[config.mk]
export PLATFORM = sky130hd
export DESIGN_NAME = fencei_unit_top
export DESIGN_NICKNAME = d
export VERILOG_FILES = /design/src/logic/fencei_pkg.sv /design/src/logic/fencei_decoder.sv /design/src/logic/lsu_credit_counter.sv /design/src/logic/store_write_buffer.sv /design/src/logic/fencei_ctrl_fsm.sv /design/src/logic/fencei_unit_top.sv
export VERILOG_INCLUDE_DIRS = /design/src /design/src/logic
export SDC_FILE = /design/constraint.sdc
export NUM_CORES = 1
export LEC_CHECK = 0
export BUFFER_PORTS_ARGS = -buffer_cell sky130_fd_sc_hd__buf_2
export CAP_MARGIN = 25
export CORE_MARGIN = 3
export CORE_UTILIZATION = 45
export CTS_BUF_LIST = sky130_fd_sc_hd__clkbuf_8
export DETAILED_ROUTE_END_ITERATION = 10
export PLACE_DENSITY = 0.82
export SYNTH_ARGS = -nofsm -noshare
export SYNTH_HDL_FRONTEND = slang
export SYNTH_SLANG_ARGS = --single-unit
[constraint.sdc]
create_clock -name clk_i -period 3.9 [get_ports clk_i]
set_input_delay 0.585 -clock clk_i [delete_from_list [all_inputs] [get_ports clk_i]]
set_output_delay 0.585 -clock clk_i [all_outputs]
set_load 0.03 [all_outputs]
[src/logic/fencei_settings.svh]
// ~~~~~~~~~~~~~~~~~~~~~~~~~~~~~~~~~~~~~~~~~~~~~~~~~~~~~~~~~~~
// fence.i completion path settings
// widths and limits shared by the writeback fence.i logic
// ~~~~~~~~~~~~~~~~~~~~~~~~~~~~~~~~~~~~~~~~~~~~~~~~~~~~~~~~~~~

`ifndef FENCEI_SETTINGS_SVH
`define FENCEI_SETTINGS_SVH

// pc and data bus address width
`define FENCEI_ADDR_W 32

// data bus transactions allowed in flight
`define FENCEI_MAX_CREDITS 4

// credit count width, must hold 0 to FENCEI_MAX_CREDITS
`define FENCEI_CREDIT_W 3

`endif

[src/logic/fencei_pkg.sv]
// ~~~~~~~~~~~~~~~~~~~~~~~~~~~~~~~~~~~~~~~~~~~~~~~~~~~~~~~~~~~
// fence.i package
// instruction word views, opcode constants and state types
// for the writeback fence.i completion path
// ~~~~~~~~~~~~~~~~~~~~~~~~~~~~~~~~~~~~~~~~~~~~~~~~~~~~~~~~~~~

package fencei_pkg;

  // MISC-MEM major opcode, shared by fence and fence.i
  localparam logic [6:0] OPC_MISC_MEM = 7'b0001111;

  localparam logic [2:0] F3_FENCE  = 3'b000;
  localparam logic [2:0] F3_FENCEI = 3'b001;

  // one instruction word, read as I-type or as fence
  typedef union packed {
    struct packed {
      logic [11:0] imm;
      logic [4:0]  rs1;
      logic [2:0]  funct3;
      logic [4:0]  rd;
      logic [6:0]  opcode;
    } itype;
    struct packed {
      logic [3:0]  fm;
      logic [3:0]  pred;
      logic [3:0]  succ;
      logic [4:0]  rs1;
      logic [2:0]  funct3;
      logic [4:0]  rd;
      logic [6:0]  opcode;
    } fence;
  } rv_instr_u;

  // single-entry store buffer occupancy
  typedef enum logic {
    WBUF_EMPTY = 1'b0,
    WBUF_FULL  = 1'b1
  } wbuf_state_e;

  // fence.i sequencing
  typedef enum logic [1:0] {
    FI_IDLE   = 2'b00,
    FI_DRAIN  = 2'b01,
    FI_FLUSH  = 2'b10,
    FI_BRANCH = 2'b11
  } fencei_state_e;

endpackage

[src/logic/fencei_decoder.sv]
// ~~~~~~~~~~~~~~~~~~~~~~~~~~~~~~~~~~~~~~~~~~~~~~~~~~~~~~~~~~~
// fence.i decoder
// spots fence.i in writeback and holds its branch target
// ~~~~~~~~~~~~~~~~~~~~~~~~~~~~~~~~~~~~~~~~~~~~~~~~~~~~~~~~~~~

`timescale 1ns/1ns

`include "fencei_settings.svh"

module fencei_decoder import fencei_pkg::*; (
  input  logic                      clk_i,
  input  logic                      rst_ni,
  input  logic                      wb_valid_i,
  input  rv_instr_u                 wb_instr_i,
  input  logic [`FENCEI_ADDR_W-1:0] wb_pc_i,
  input  logic                      capture_i,
  output logic                      is_fencei_o,
  output logic [`FENCEI_ADDR_W-1:0] target_pc_o
);

  localparam logic [`FENCEI_ADDR_W-1:0] PC_STEP = 4;

  logic                      misc_mem_op;
  logic                      fencei_f3;
  logic [`FENCEI_ADDR_W-1:0] next_pc;
  logic [`FENCEI_ADDR_W-1:0] target_q;

  // major opcode through the fence view
  assign misc_mem_op = (wb_instr_i.fence.opcode == OPC_MISC_MEM);

  // funct3 through the I-type view ignoring imm, rs1 and rd
  assign fencei_f3 = (wb_instr_i.itype.funct3 == F3_FENCEI);

  assign is_fencei_o = wb_valid_i && misc_mem_op && fencei_f3;

  // word aligned pc of the following instruction
  assign next_pc = {wb_pc_i[`FENCEI_ADDR_W-1:2], 2'b00} + PC_STEP;

  // target stays fixed while the flush is in progress
  always_ff @(posedge clk_i or negedge rst_ni) begin
    if (!rst_ni) begin
      target_q <= '0;
    end else if (capture_i) begin
      target_q <= next_pc;
    end
  end

  assign target_pc_o = target_q;

endmodule

[src/logic/lsu_credit_counter.sv]
// ~~~~~~~~~~~~~~~~~~~~~~~~~~~~~~~~~~~~~~~~~~~~~~~~~~~~~~~~~~~
// data bus credit counter
// one credit per request in flight, returned by rvalid
// ~~~~~~~~~~~~~~~~~~~~~~~~~~~~~~~~~~~~~~~~~~~~~~~~~~~~~~~~~~~

`timescale 1ns/1ns

`include "fencei_settings.svh"

module lsu_credit_counter (
  input  logic clk_i,
  input  logic rst_ni,
  input  logic spend_i,
  input  logic return_i,
  output logic credit_avail_o,
  output logic all_returned_o
);

  localparam logic [`FENCEI_CREDIT_W-1:0] MAX_CREDITS = `FENCEI_MAX_CREDITS;
  localparam logic [`FENCEI_CREDIT_W-1:0] ONE_CREDIT  = 1;

  logic [`FENCEI_CREDIT_W-1:0] credits_q;
  logic [`FENCEI_CREDIT_W-1:0] credits_d;

  always_comb begin
    credits_d = credits_q;
    // spend and return together leave the count alone
    if (spend_i && !return_i) begin
      credits_d = credits_q - ONE_CREDIT;
    end else if (return_i && !spend_i) begin
      credits_d = credits_q + ONE_CREDIT;
    end
  end

  // full pool after reset
  always_ff @(posedge clk_i or negedge rst_ni) begin
    if (!rst_ni) begin
      credits_q <= MAX_CREDITS;
    end else begin
      credits_q <= credits_d;
    end
  end

  assign credit_avail_o = (credits_q != '0);

  // nothing outstanding on the bus
  assign all_returned_o = (credits_q == MAX_CREDITS);

endmodule

[src/logic/store_write_buffer.sv]
// ~~~~~~~~~~~~~~~~~~~~~~~~~~~~~~~~~~~~~~~~~~~~~~~~~~~~~~~~~~~
// store write buffer
// single entry that takes one store and sends it to the
// data bus once a credit is free
// ~~~~~~~~~~~~~~~~~~~~~~~~~~~~~~~~~~~~~~~~~~~~~~~~~~~~~~~~~~~

`timescale 1ns/1ns

`include "fencei_settings.svh"

module store_write_buffer import fencei_pkg::*; (
  input  logic                      clk_i,
  input  logic                      rst_ni,

  // store port
  input  logic                      st_valid_i,
  input  logic [`FENCEI_ADDR_W-1:0] st_addr_i,
  input  logic [31:0]               st_data_i,
  output logic                      st_ready_o,

  input  logic                      store_hold_i,
  input  logic                      credit_avail_i,

  // data bus
  output logic                      data_req_o,
  output logic [`FENCEI_ADDR_W-1:0] data_addr_o,
  output logic [31:0]               data_wdata_o,
  input  logic                      data_gnt_i,

  output wbuf_state_e               wbuf_state_o
);

  wbuf_state_e               state_q;
  wbuf_state_e               state_d;
  logic [`FENCEI_ADDR_W-1:0] addr_q;
  logic [31:0]               wdata_q;
  logic                      store_accept;
  logic                      bus_done;

  // a full entry blocks new stores until it is granted
  assign st_ready_o   = (state_q == WBUF_EMPTY) && !store_hold_i;
  assign store_accept = st_valid_i && st_ready_o;

  assign data_req_o = (state_q == WBUF_FULL) && credit_avail_i && !store_hold_i;
  assign bus_done   = data_req_o && data_gnt_i;

  always_comb begin
    state_d = state_q;
    case (state_q)
      WBUF_EMPTY: begin
        if (store_accept) begin
          state_d = WBUF_FULL;
        end
      end
      WBUF_FULL: begin
        if (bus_done) begin
          state_d = WBUF_EMPTY;
        end
      end
      default: state_d = WBUF_EMPTY;
    endcase
  end

  always_ff @(posedge clk_i or negedge rst_ni) begin
    if (!rst_ni) begin
      state_q <= WBUF_EMPTY;
    end else begin
      state_q <= state_d;
    end
  end

  // store payload
  always_ff @(posedge clk_i) begin
    if (store_accept) begin
      addr_q  <= st_addr_i;
      wdata_q <= st_data_i;
    end
  end

  assign data_addr_o  = addr_q;
  assign data_wdata_o = wdata_q;
  assign wbuf_state_o = state_q;

endmodule

[src/logic/fencei_ctrl_fsm.sv]
// ~~~~~~~~~~~~~~~~~~~~~~~~~~~~~~~~~~~~~~~~~~~~~~~~~~~~~~~~~~~
// fence.i control FSM
// stalls writeback, drains pending stores, runs the flush
// request/acknowledge handshake, then retires and branches
// ~~~~~~~~~~~~~~~~~~~~~~~~~~~~~~~~~~~~~~~~~~~~~~~~~~~~~~~~~~~

`timescale 1ns/1ns

module fencei_ctrl_fsm import fencei_pkg::*; (
  input  logic        clk_i,
  input  logic        rst_ni,
  input  logic        wb_valid_i,
  input  logic        is_fencei_i,
  input  wbuf_state_e wbuf_state_i,
  input  logic        all_returned_i,
  input  logic        flush_ack_i,
  output logic        capture_o,
  output logic        store_hold_o,
  output logic        flush_req_o,
  output logic        wb_ready_o,
  output logic        retire_o,
  output logic        branch_o
);

  fencei_state_e state_q;
  fencei_state_e state_d;
  logic          fencei_start;
  logic          drained;
  logic          stall_window;

  assign fencei_start = (state_q == FI_IDLE) && is_fencei_i;

  // buffer empty and every granted store answered
  assign drained = (wbuf_state_i == WBUF_EMPTY) && all_returned_i;

  always_comb begin
    state_d = state_q;
    case (state_q)
      FI_IDLE: begin
        if (fencei_start) begin
          state_d = FI_DRAIN;
        end
      end
      FI_DRAIN: begin
        if (drained) begin
          state_d = FI_FLUSH;
        end
      end
      FI_FLUSH: begin
        // req is held until seen together with ack
        if (flush_ack_i) begin
          state_d = FI_BRANCH;
        end
      end
      FI_BRANCH: begin
        state_d = FI_IDLE;
      end
      default: state_d = FI_IDLE;
    endcase
  end

  always_ff @(posedge clk_i or negedge rst_ni) begin
    if (!rst_ni) begin
      state_q <= FI_IDLE;
    end else begin
      state_q <= state_d;
    end
  end

  // pc is stable in the entry cycle
  assign capture_o = fencei_start;

  // from the entry cycle up to the branch
  assign stall_window = fencei_start || (state_q == FI_DRAIN) || (state_q == FI_FLUSH);

  // a store still in the buffer must reach the bus to drain,
  // so the hold only bites on an empty entry
  assign store_hold_o = stall_window && (wbuf_state_i == WBUF_EMPTY);

  assign flush_req_o = (state_q == FI_FLUSH);
  assign branch_o    = (state_q == FI_BRANCH);

  always_comb begin
    wb_ready_o = 1'b0;
    retire_o   = 1'b0;
    case (state_q)
      FI_IDLE: begin
        // ordinary instructions pass straight through
        wb_ready_o = !is_fencei_i;
        retire_o   = wb_valid_i && !is_fencei_i;
      end
      FI_BRANCH: begin
        wb_ready_o = 1'b1;
        retire_o   = 1'b1;
      end
      default: begin
        wb_ready_o = 1'b0;
        retire_o   = 1'b0;
      end
    endcase
  end

endmodule

[src/logic/fencei_unit_top.sv]
// ~~~~~~~~~~~~~~~~~~~~~~~~~~~~~~~~~~~~~~~~~~~~~~~~~~~~~~~~~~~
// fence.i unit top level
// writeback fence.i completion: decoder, credit counter,
// store write buffer and control FSM
// ~~~~~~~~~~~~~~~~~~~~~~~~~~~~~~~~~~~~~~~~~~~~~~~~~~~~~~~~~~~

`timescale 1ns/1ns

`include "fencei_settings.svh"

module fencei_unit_top import fencei_pkg::*; (
  input  logic                      clk_i,
  input  logic                      rst_ni,

  // writeback stage
  input  logic                      wb_valid_i,
  input  rv_instr_u                 wb_instr_i,
  input  logic [`FENCEI_ADDR_W-1:0] wb_pc_i,
  output logic                      wb_ready_o,
  output logic                      retire_o,

  // store port
  input  logic                      st_valid_i,
  input  logic [`FENCEI_ADDR_W-1:0] st_addr_i,
  input  logic [31:0]               st_data_i,
  output logic                      st_ready_o,

  // data bus
  output logic                      data_req_o,
  output logic [`FENCEI_ADDR_W-1:0] data_addr_o,
  output logic [31:0]               data_wdata_o,
  input  logic                      data_gnt_i,
  input  logic                      data_rvalid_i,

  // instruction side flush
  output logic                      flush_req_o,
  input  logic                      flush_ack_i,

  // branch to the instruction after fence.i
  output logic                      branch_o,
  output logic [`FENCEI_ADDR_W-1:0] branch_pc_o
);

  logic                      is_fencei;
  logic                      capture;
  logic [`FENCEI_ADDR_W-1:0] target_pc;
  logic                      credit_avail;
  logic                      all_returned;
  logic                      store_hold;
  wbuf_state_e               wbuf_state;

  fencei_decoder u_decoder (
    .clk_i       (clk_i),
    .rst_ni      (rst_ni),
    .wb_valid_i  (wb_valid_i),
    .wb_instr_i  (wb_instr_i),
    .wb_pc_i     (wb_pc_i),
    .capture_i   (capture),
    .is_fencei_o (is_fencei),
    .target_pc_o (target_pc)
  );

  // a credit is spent only by a granted request
  lsu_credit_counter u_credit_counter (
    .clk_i          (clk_i),
    .rst_ni         (rst_ni),
    .spend_i        (data_req_o && data_gnt_i),
    .return_i       (data_rvalid_i),
    .credit_avail_o (credit_avail),
    .all_returned_o (all_returned)
  );

  store_write_buffer u_write_buffer (
    .clk_i          (clk_i),
    .rst_ni         (rst_ni),
    .st_valid_i     (st_valid_i),
    .st_addr_i      (st_addr_i),
    .st_data_i      (st_data_i),
    .st_ready_o     (st_ready_o),
    .store_hold_i   (store_hold),
    .credit_avail_i (credit_avail),
    .data_req_o     (data_req_o),
    .data_addr_o    (data_addr_o),
    .data_wdata_o   (data_wdata_o),
    .data_gnt_i     (data_gnt_i),
    .wbuf_state_o   (wbuf_state)
  );

  fencei_ctrl_fsm u_ctrl_fsm (
    .clk_i          (clk_i),
    .rst_ni         (rst_ni),
    .wb_valid_i     (wb_valid_i),
    .is_fencei_i    (is_fencei),
    .wbuf_state_i   (wbuf_state),
    .all_returned_i (all_returned),
    .flush_ack_i    (flush_ack_i),
    .capture_o      (capture),
    .store_hold_o   (store_hold),
    .flush_req_o    (flush_req_o),
    .wb_ready_o     (wb_ready_o),
    .retire_o       (retire_o),
    .branch_o       (branch_o)
  );

  assign branch_pc_o = target_pc;

endmodule

Word level (Yosys, flattened, before mapping)
Cells that the tools add are included.
{"block": "op_classes", "n_shift": 0, "n_bitwise": 1, "n_eq_ne": 9, "div": 0, "n_lt_le_gt_ge": 0, "n_mul": 0, "n_addsub": 3, "reduce_logical": 23, "muxes": 11}
{"op": "32-bit by 3-bit adder with 32-bit output (second input constant)", "n": 1}
{"op": "1-bit logical AND", "n": 13}
{"op": "2-bit one-hot mux with 4 select lines", "n": 1}
{"op": "7-bit by 4-bit == test with 1-bit output (second input constant)", "n": 1}
{"op": "2-bit 2-to-1 mux", "n": 3}
{"op": "3-bit 2-to-1 mux", "n": 2}
{"op": "2-bit by 1-bit != test with 1-bit output (second input constant)", "n": 3}
{"op": "1-bit one-hot mux with 2 select lines", "n": 3}
{"op": "2-bit == test (second input constant)", "n": 2}
{"op": "1-bit zero test", "n": 4}
{"op": "3-bit by 1-bit adder with 3-bit output (second input constant)", "n": 1}
{"op": "3-bit by 1-bit == test with 1-bit output (second input constant)", "n": 1}
{"op": "3-bit == test (second input constant)", "n": 1}
{"op": "3-bit AND reduction", "n": 1}
{"op": "3-bit nonzero test", "n": 1}
{"op": "3-bit by 1-bit subtractor with 3-bit output (second input constant)", "n": 1}
{"op": "2-bit by 1-bit == test with 1-bit output (second input constant)", "n": 1}
{"op": "2-bit zero test", "n": 1}
{"op": "1-bit logical OR", "n": 2}
{"op": "1-bit 2-to-1 mux", "n": 2}
{"op": "2-bit nonzero test", "n": 1}
{"op": "1-bit NOT", "n": 1}
{"block": "word_totals", "output_inout_bits": 102, "mem_bits_ro": 0, "regBits": 102, "input_bits": 135, "mem_count": 0, "latch_bits": 0, "mem_bits_rw": 0}

Longest topological paths before layout
Gate-level depths: netlist of run 1.
{"block": "logic_depth", "word_depth": 14, "ltp_mapped": 9, "depth_no_buf": 9}

Hierarchy
Synthesis of run 1 repeated with hierarchy kept, for this count alone.
{"block": "unflattened", "hier_cells": 313, "area_unflattened_um2": 4172.8}
{"module": "store_write_buffer", "instances": 1, "cells_per_inst": 70, "area_each_um2": 1988.2}
{"module": "fencei_decoder", "instances": 1, "cells_per_inst": 205, "area_each_um2": 1783.0}
{"module": "fencei_ctrl_fsm", "instances": 1, "cells_per_inst": 24, "area_each_um2": 227.7}
{"module": "lsu_credit_counter", "instances": 1, "cells_per_inst": 13, "area_each_um2": 167.7}
{"module": "fencei_unit_top", "instances": 1, "cells_per_inst": 1, "area_each_um2": 6.3}

Worst setup path before layout of run 1
OpenSTA, ideal clock, no wires.
{"block": "synth_timing", "path_type": "input to register", "from": "input port wb_instr_i[3] (netlist bit)", "to": "register u_write_buffer.addr_q[0] (netlist: u_write_buffer.data_addr_o[0]), enable pin", "path_buffers": 0, "setup_slack_ns": -0.112, "path_stages": 5, "t_arrival_ns": 3.584, "setup_ns": 0.428, "path_cell_list": "and4_1 nand2_1 nor3_2 nor4_1 and2_1"}
{"block": "synth_via", "elab_chain_len": 10}
{"item": "start: declaration", "line": "fencei_unit_top.sv:17", "text": "input rv_instr_u wb_instr_i,"}
{"item": "7-bit by 4-bit == test with 1-bit output", "line": "fencei_decoder.sv:29", "text": "assign misc_mem_op = (wb_instr_i.fence.opcode == OPC_MISC_MEM);"}
{"item": "1-bit logical AND (2 in a row)", "line": "fencei_decoder.sv:34", "text": "assign is_fencei_o = wb_valid_i && misc_mem_op && fencei_f3;"}
{"item": "1-bit logical AND", "line": "fencei_ctrl_fsm.sv:31", "text": "assign fencei_start = (state_q == FI_IDLE) && is_fencei_i;"}
{"item": "1-bit logical OR (2 in a row)", "line": "fencei_ctrl_fsm.sv:74", "text": "assign stall_window = fencei_start || (state_q == FI_DRAIN) || (state_q == FI_FLUSH);"}
{"item": "1-bit logical AND", "line": "fencei_ctrl_fsm.sv:78", "text": "assign store_hold_o = stall_window && (wbuf_state_i == WBUF_EMPTY);"}
{"item": "1-bit zero test", "line": "store_write_buffer.sv:41", "text": "assign st_ready_o = (state_q == WBUF_EMPTY) && !store_hold_i;"}
{"item": "1-bit logical AND", "line": "store_write_buffer.sv:41"}
{"item": "via st_ready_o", "line": "fencei_unit_top.sv:26", "text": "output logic st_ready_o,"}
{"item": "1-bit logical AND", "line": "store_write_buffer.sv:42", "text": "assign store_accept = st_valid_i && st_ready_o;"}
{"item": "via u_write_buffer.store_accept", "line": "store_write_buffer.sv:37", "text": "logic store_accept;"}
{"item": "end signal: assignment", "line": "store_write_buffer.sv:75", "text": "addr_q <= st_addr_i;"}
{"item": "end: declaration", "line": "store_write_buffer.sv:35", "text": "logic [`FENCEI_ADDR_W-1:0] addr_q;"}
The timed path passes the listed nets, and every way through them passes these cells.
A chain may end at the register's enable or synchronous reset.

Worst setup path in the final report of run 1
{"block": "layout_timing", "from": "register u_ctrl_fsm.state_q[0]", "to": "output port st_ready_o"}
{"block": "layout_via", "elab_chain_len": 7, "elab_cells_between_ends": 9}
{"item": "start: declaration", "line": "fencei_ctrl_fsm.sv:25", "text": "fencei_state_e state_q;"}
{"item": "start signal: assignment", "line": "fencei_ctrl_fsm.sv:66", "text": "state_q <= state_d;"}
{"item": "2-bit zero test", "line": "fencei_ctrl_fsm.sv:31"}
{"item": "1-bit logical AND", "line": "fencei_ctrl_fsm.sv:31"}
{"item": "1-bit logical OR", "line": "fencei_ctrl_fsm.sv:74"}
{"item": "1-bit logical OR (*)", "line": "fencei_ctrl_fsm.sv:74"}
{"item": "1-bit logical AND (*)", "line": "fencei_ctrl_fsm.sv:78"}
{"item": "1-bit zero test (*)", "line": "store_write_buffer.sv:41"}
{"item": "1-bit logical AND (*)", "line": "store_write_buffer.sv:41"}
{"item": "end: declaration", "line": "fencei_unit_top.sv:26"}
Every way passes the cells marked *; elsewhere a longest branch is shown, timed or not.

==> metrics, run 1 <==
GR Overflow Total 0; Chip Height 100 um; Syn Inst Count 286; clock sink count 100; WL/cell 16.4 um; Tcrit/Tclk final 62.9%; largest net degree at the start of global routing 59; DIE AREA 0.0101 mm^2; fmax 408 MHz; commonest non-fill, non-tap cell in the layout buf_2; minimum clock period 2.45 ns; filler cell count 682; Synth Warn # 0; H-Tree Depth 3; io pins 237; Yosys top cell by area edfxtp_1; Synth area leaders edfxtp_1 48%, dfrtp_1 22%, xor2_1 3.9%; initial antenna violation count 0; drc violations 0; layout cells sized above 1 47.2%; Clock Skew 0.0119 ns; Hold Vio Cnt, Final 0; Final nets 645; GPL Wtd Cong 0.854; n_diodes 0; outcome completed; CTS tree built; crit path from u_ctrl_fsm.state_q[0]; row count 33; post-synth top area share 47.9%; Vias 3039; ANT nets after route 0; sequential-to-total area share from yosys stat 70.3%; Setup CP Type flop to output pin; I/O Buffers 210; Num CTS Buffers 9; Setup Fix Bufs, Post-CTS 0; Max Slew Vio Count 0; vias in the first global route 3048; RSZ-0062 raised after global routing no; clock latency on the worst-skew pair 0.35 ns; static leakage 0.00251 uW; mapped cell area 0.00402 mm^2; reg2reg start u_ctrl_fsm.state_q[0]; clk slew on worst S/H paths 0.10 ns; Setup violations, final 0; mean post-synth cell area 14.0 um^2; Worst EP required 3.31 ns; CTS Buffer Depth 2; HP Class input pin to asynchronous set/reset pin; type of origin of the critical path flop; clock root cell clkbuf_8; Least-Margin Pin Slew 0.838 ns; Synth Register Bits 100; CTS Hold Bufs 0; area delta synth->final 33.8%; CP Capture Type output pin; worst r2r path cells 7; Layout Utilization 63.8%; first-pass GRT wire length 15.3 mm; worst vdd ir 210 uV; Die X 100 um; Max-cap violations 0; drt first pass iters 4; Detail Placement HPWL 8.10 mm; crit path max fanout 3; Total Power 3020 uW; Detailed Route Iter0 Violations 105; Total Negative Setup Slacks 0 ns; gr usage total 19.7%; drt total wl 10.1 mm; CORE AREA 0.00842 mm^2; DR vias/cell 4.96; Initial Util 47.7%; most frequent cells in the layout 210 x buf_2, 64 x edfxtp_1, 35 x nor2_1, 35 x dfrtp_1, 28 x a21oi_1; pwr dens 563 mW/mm^2; Critical Path AT 1.87 ns; relative slew slack 44.1%; Unique masters post-synth 38; CTS resizes 0
==> metrics by stage <==
step	setup WS (ns)	hold WS [ns]	cell area (um^2)	cells
global placement	1.34	0.492	5190	597
floorplan	0.533	0.289	4020	287
detailed placement	1.29	0.494	5190	597
CTS	1.44	0.343	5380	613
finish	1.45	0.329	5380	613
global route	1.26	0.360	5380	613
==> worst max-delay path: stages (launching register included) <==
cell     delay (ns)
dfrtp_1        0.40
inv_1          0.09
ha_1           0.22
inv_1          0.09
nor3_4         0.05
nor4_1         0.38
buf_2          0.29
==> Yosys cell counts, drive strengths merged <==
master   n
nand4   10
and3     5
a21oi   29
clkbuf   3
nor4     5
nor2    35
mux2i    2
nor3     3
inv     13
a22o     1
xnor2   13
xor2    18
conb     1
nand2   11
o21ai    1
o41ai    1
o21a     1
and2     3
o31a     1
buf      5
dfstp    1
and4     2
ha       6
a22oi    1
nand2b   1
fa       1
nand3b   1
nor3b    2
edfxtp  64
nand3    9
mux2     2
dfrtp   35
==> sequential cells by signal, summed over array words and instances (netlist names) <==
| name | count |
|---|---|
| u_write_buffer.data_addr_o | 32 |
| u_write_buffer.data_wdata_o | 32 |
| u_decoder.target_pc_o | 30 |
| u_credit_counter.credits_q | 3 |
| u_ctrl_fsm.state_q | 2 |
| u_write_buffer.wbuf_state_o | 1 |
==> routing by layer <==
metal | share of wire [%] | global-route usage, % | vias up
li1 | - | - | 1445
met1 | 38 | 23.1 | 1466
met2 | 54 | 35.6 | 124
met3 | 8.2 | 5.61 | 4
met4 | 0.27 | 4.46 | 0
met5 | 0 | 0 | -
==> power breakdown <==
group | internal (uW) | leakage (uW) | switching, uW | total (uW)
combinational | 284 | 0.00134 | 696 | 980
clock | 243 | 0.0000951 | 364 | 608
sequential | 1370 | 0.00107 | 70.7 | 1440
==> kinds of logic (layout without fill, tap and decap cells) <==
family / after synthesis / after routing / share of synthesized area (%)
AO/OA/AOI/OAI: 35 / 35 / 4.86
XOR/XNOR: 31 / 31 / 6.76
AND/OR/NAND/NOR: 87 / 87 / 12.3
flip-flops: 100 / 100 / 70.3
multiplexers: 4 / 4 / 1.06
other: 1 / 2 / 0.0934
buffers and inverters: 21 / 242 / 2.24
adder cells (fa/ha/maj): 7 / 7 / 2.37
==> final cells by class <==
type	instances	area (um^2)	area share [%]
flip-flops and latches	100	2820	52.5
multi-input cells	166	1110	20.7
repair buffers	213	1070	20.0
well taps	105	131	2.44
clock buffers	9	124	2.30
clock inverters	7	60.1	1.12
inverters	13	48.8	0.908
==> path summary, 6_finish.rpt <==
kind                                                  end  slack (ns)
max                                            st_ready_o        1.45
max reg2reg                u_write_buffer.data_addr_o[10]        1.48
min reg2reg                      u_decoder.target_pc_o[3]        0.51
min                             u_decoder.target_pc_o[29]        0.33
min in group clk_i         u_write_buffer.data_addr_o[25]        0.41
max in group asynchronous       u_decoder.target_pc_o[15]        3.04
(Power assumes the default switching activity.)
==> inputs of run 2 (changes only) <==
--- a/config.mk
+++ b/config.mk
@@ -9,10 +9,10 @@
 export BUFFER_PORTS_ARGS = -buffer_cell sky130_fd_sc_hd__buf_2
 export CAP_MARGIN = 25
 export CORE_MARGIN = 3
-export CORE_UTILIZATION = 45
+export CORE_UTILIZATION = 41
 export CTS_BUF_LIST = sky130_fd_sc_hd__clkbuf_8
 export DETAILED_ROUTE_END_ITERATION = 10
-export PLACE_DENSITY = 0.82
+export PLACE_DENSITY = 0.79
 export SYNTH_ARGS = -nofsm -noshare
 export SYNTH_HDL_FRONTEND = slang
 export SYNTH_SLANG_ARGS = --single-unit
==> constraint.sdc (replaced) <==
create_clock -name clk_i -period 2.1 [get_ports clk_i]
set_input_delay 0.315 -clock clk_i [delete_from_list [all_inputs] [get_ports clk_i]]
set_output_delay 0.315 -clock clk_i [all_outputs]
set_load 0.03 [all_outputs]
==> metrics, run 2 (synthesis results as in run 1) <==
Crit. path cell count 6 (unchanged); CP Capture Type flop; ANT nets after route 0 (unchanged); reg2reg start u_ctrl_fsm.state_q[0]; Hold Vio Cnt, Final 0 (unchanged); Clock Skew 0.0116 ns (-0.000316 ns); Setup CP Type flop to flop; type of origin of the critical path flop; largest net degree at the start of global routing 65 (+10%); Detail Placement HPWL 7.88 mm (-2.7%); Critical Path AT 2.05 ns (+0.18 ns); Setup violations, final 0 (unchanged); clk slew on worst S/H paths 0.10 ns (about the same); layout cells sized above 1 48.8% (+1.6 points); Tcrit/Tclk final 98.6%; Worst Path Buf+Inv 2 (-1); RSZ-0062 raised after global routing yes; clock sink count 100 (unchanged); Least-Margin Pin Slew 0.823 ns (-0.0159 ns); clock latency on the worst-skew pair 0.35 ns (about the same); H-Tree Depth 3 (unchanged); area delta synth->final 35.9%; relative slew slack 45.2% (+1.1 points); WL/cell 15.9 um (-3.3%); CTS Hold Bufs 0 (unchanged); Detailed Route Iter0 Violations 85 (-19%); I/O Buffers 210 (unchanged); GR Overflow Total 0 (unchanged); most frequent cells in the layout 210 x buf_2, 64 x edfxtp_1, 35 x nor2_1; commonest non-fill, non-tap cell in the layout buf_2; Max Slew Vio Count 0 (unchanged); CP max stage cell and2_4; CORE AREA 0.00937 mm^2 (+11%); CTS tree built; DIE AREA 0.0110 mm^2 (+9.2%); Layout Utilization 58.2% (-5.6 points); largest delay contributor family on the critical path simple AND/OR/NAND/NOR gates; Die X 105 um (+4.5%); Largest stage delay, worst path 0.71 ns (+0.31 ns); first-pass GRT wire length 15.5 mm (+1.5%); most frequent CP cell inv_2; hold_ws 0.0436 ns (-0.285 ns); drt total wl 10.1 mm (+0.94%); GPL Wtd Cong 0.765 (-10%); worst r2r path cells 6 (-1); static leakage 0.00251 uW (+0.12%); fmax 483 MHz; drt first pass iters 4 (unchanged); row count 35 (+6.1%); Max-cap violations 0 (unchanged); Reg2Reg Setup Slack 0.03 ns (-1.45 ns); drc violations 0 (unchanged); Total Power 5690 uW (+88%); Worst R2R End u_write_buffer.data_wdata_o[1]; Final nets 647 (+0.31%); critical-path cell list inv_2 > ha_2 > inv_2 > nor3_4 > nor4_4 > and2_4; minimum clock period 2.07 ns; crit path max fanout 64 (+61); CTS Buffer Depth 2 (unchanged); Initial Util 42.9% (-4.8 points); Worst EP required 2.08 ns (-1.23 ns); Setup Fix Bufs, Post-CTS 0 (unchanged); vias in the first global route 3067 (+0.62%); clock root cell clkbuf_8; DR vias/cell 4.74 (-4.3%); Num CTS Buffers 9 (unchanged); worst vdd ir 524 uV (+150%); io pins 237 (unchanged); HP Class input pin to asynchronous set/reset pin; outcome completed; gr usage total 18.0% (-1.7 points); Setup crit end u_write_buffer.data_wdata_o[1]; Chip Height 105 um (+4.5%); initial antenna violation count 2 (+2); crit path from u_ctrl_fsm.state_q[0]; Total Negative Setup Slacks 0 ns (unchanged); pwr dens 1040 mW/mm^2 (+85%); Vias 3036 (-0.099%)
==> run 2: changes by cell type in the layout (fill, tap and decap cells not counted), sizes merged <==
| cell | change |
|---|---|
| buf | +2 |
| inv | -1 |
| clkinvlp | +1 |
| diode | +1 |
==> run 2: cell type report <==
class / instances / area (um^2)
diodes: 1 / 2.50
clock buffers: 9 / 124
clock inverters: 7 / 58.8
fillers: 820 / 3910
inverters: 13 / 48.8
multi-input cells: 166 / 1140
flip-flops and latches: 100 / 2830
well taps: 129 / 161
repair buffers: 215 / 1090
==> run 2: worst min path at each step <==
| stage | startpoint | endpoint | depth (start not counted) |
|---|---|---|---|
| after floorplan | rst_ni | u_credit_counter.credits_q[0] | 0 |
| after global placement | rst_ni | u_decoder.target_pc_o[2] | 1 |
| after detailed placement | rst_ni | u_decoder.target_pc_o[6] | 1 |
| after CTS | rst_ni | u_decoder.target_pc_o[22] | 1 |
| after global routing | rst_ni | u_credit_counter.credits_q[1] | 1 |
| final | rst_ni | u_decoder.target_pc_o[6] | 1 |
==> run 2: repair_timing <==
action,4_1_cts,5_1_grt
pin swaps,1,0
gates cloned,0,0
gates resized for setup,2,2
endpoints found under the setup margin,64,80
==> run 2: power breakdown <==
part	switching [uW]	internal [uW]	leakage, uW	total (uW)
combinational	1300	566	0.00135	1860
sequential	133	2540	0.00107	2680
clock	703	450	0.0000873	1150
==> run 2: layer usage <==
metal,vias up,part of all wire (%),GRT usage (%)
met5,-,0.13,0
met4,2,1.2,5.25
met3,12,10,7.41
met2,132,53,32.1
met1,1442,35,19.4
li1,1448,-,-
==> run 2: through the flow <==
| step | area [um^2] | setup slack, ns | std cells |
|---|---|---|---|
| after detailed placement | 5270 | -0.0137 | 623 |
| after floorplan | 4050 | -0.103 | 287 |
| final | 5460 | 0.0297 | 640 |
| after CTS | 5450 | 0.00809 | 639 |
| after global routing | 5460 | -0.106 | 640 |
| after global placement | 5270 | 0.0386 | 623 |
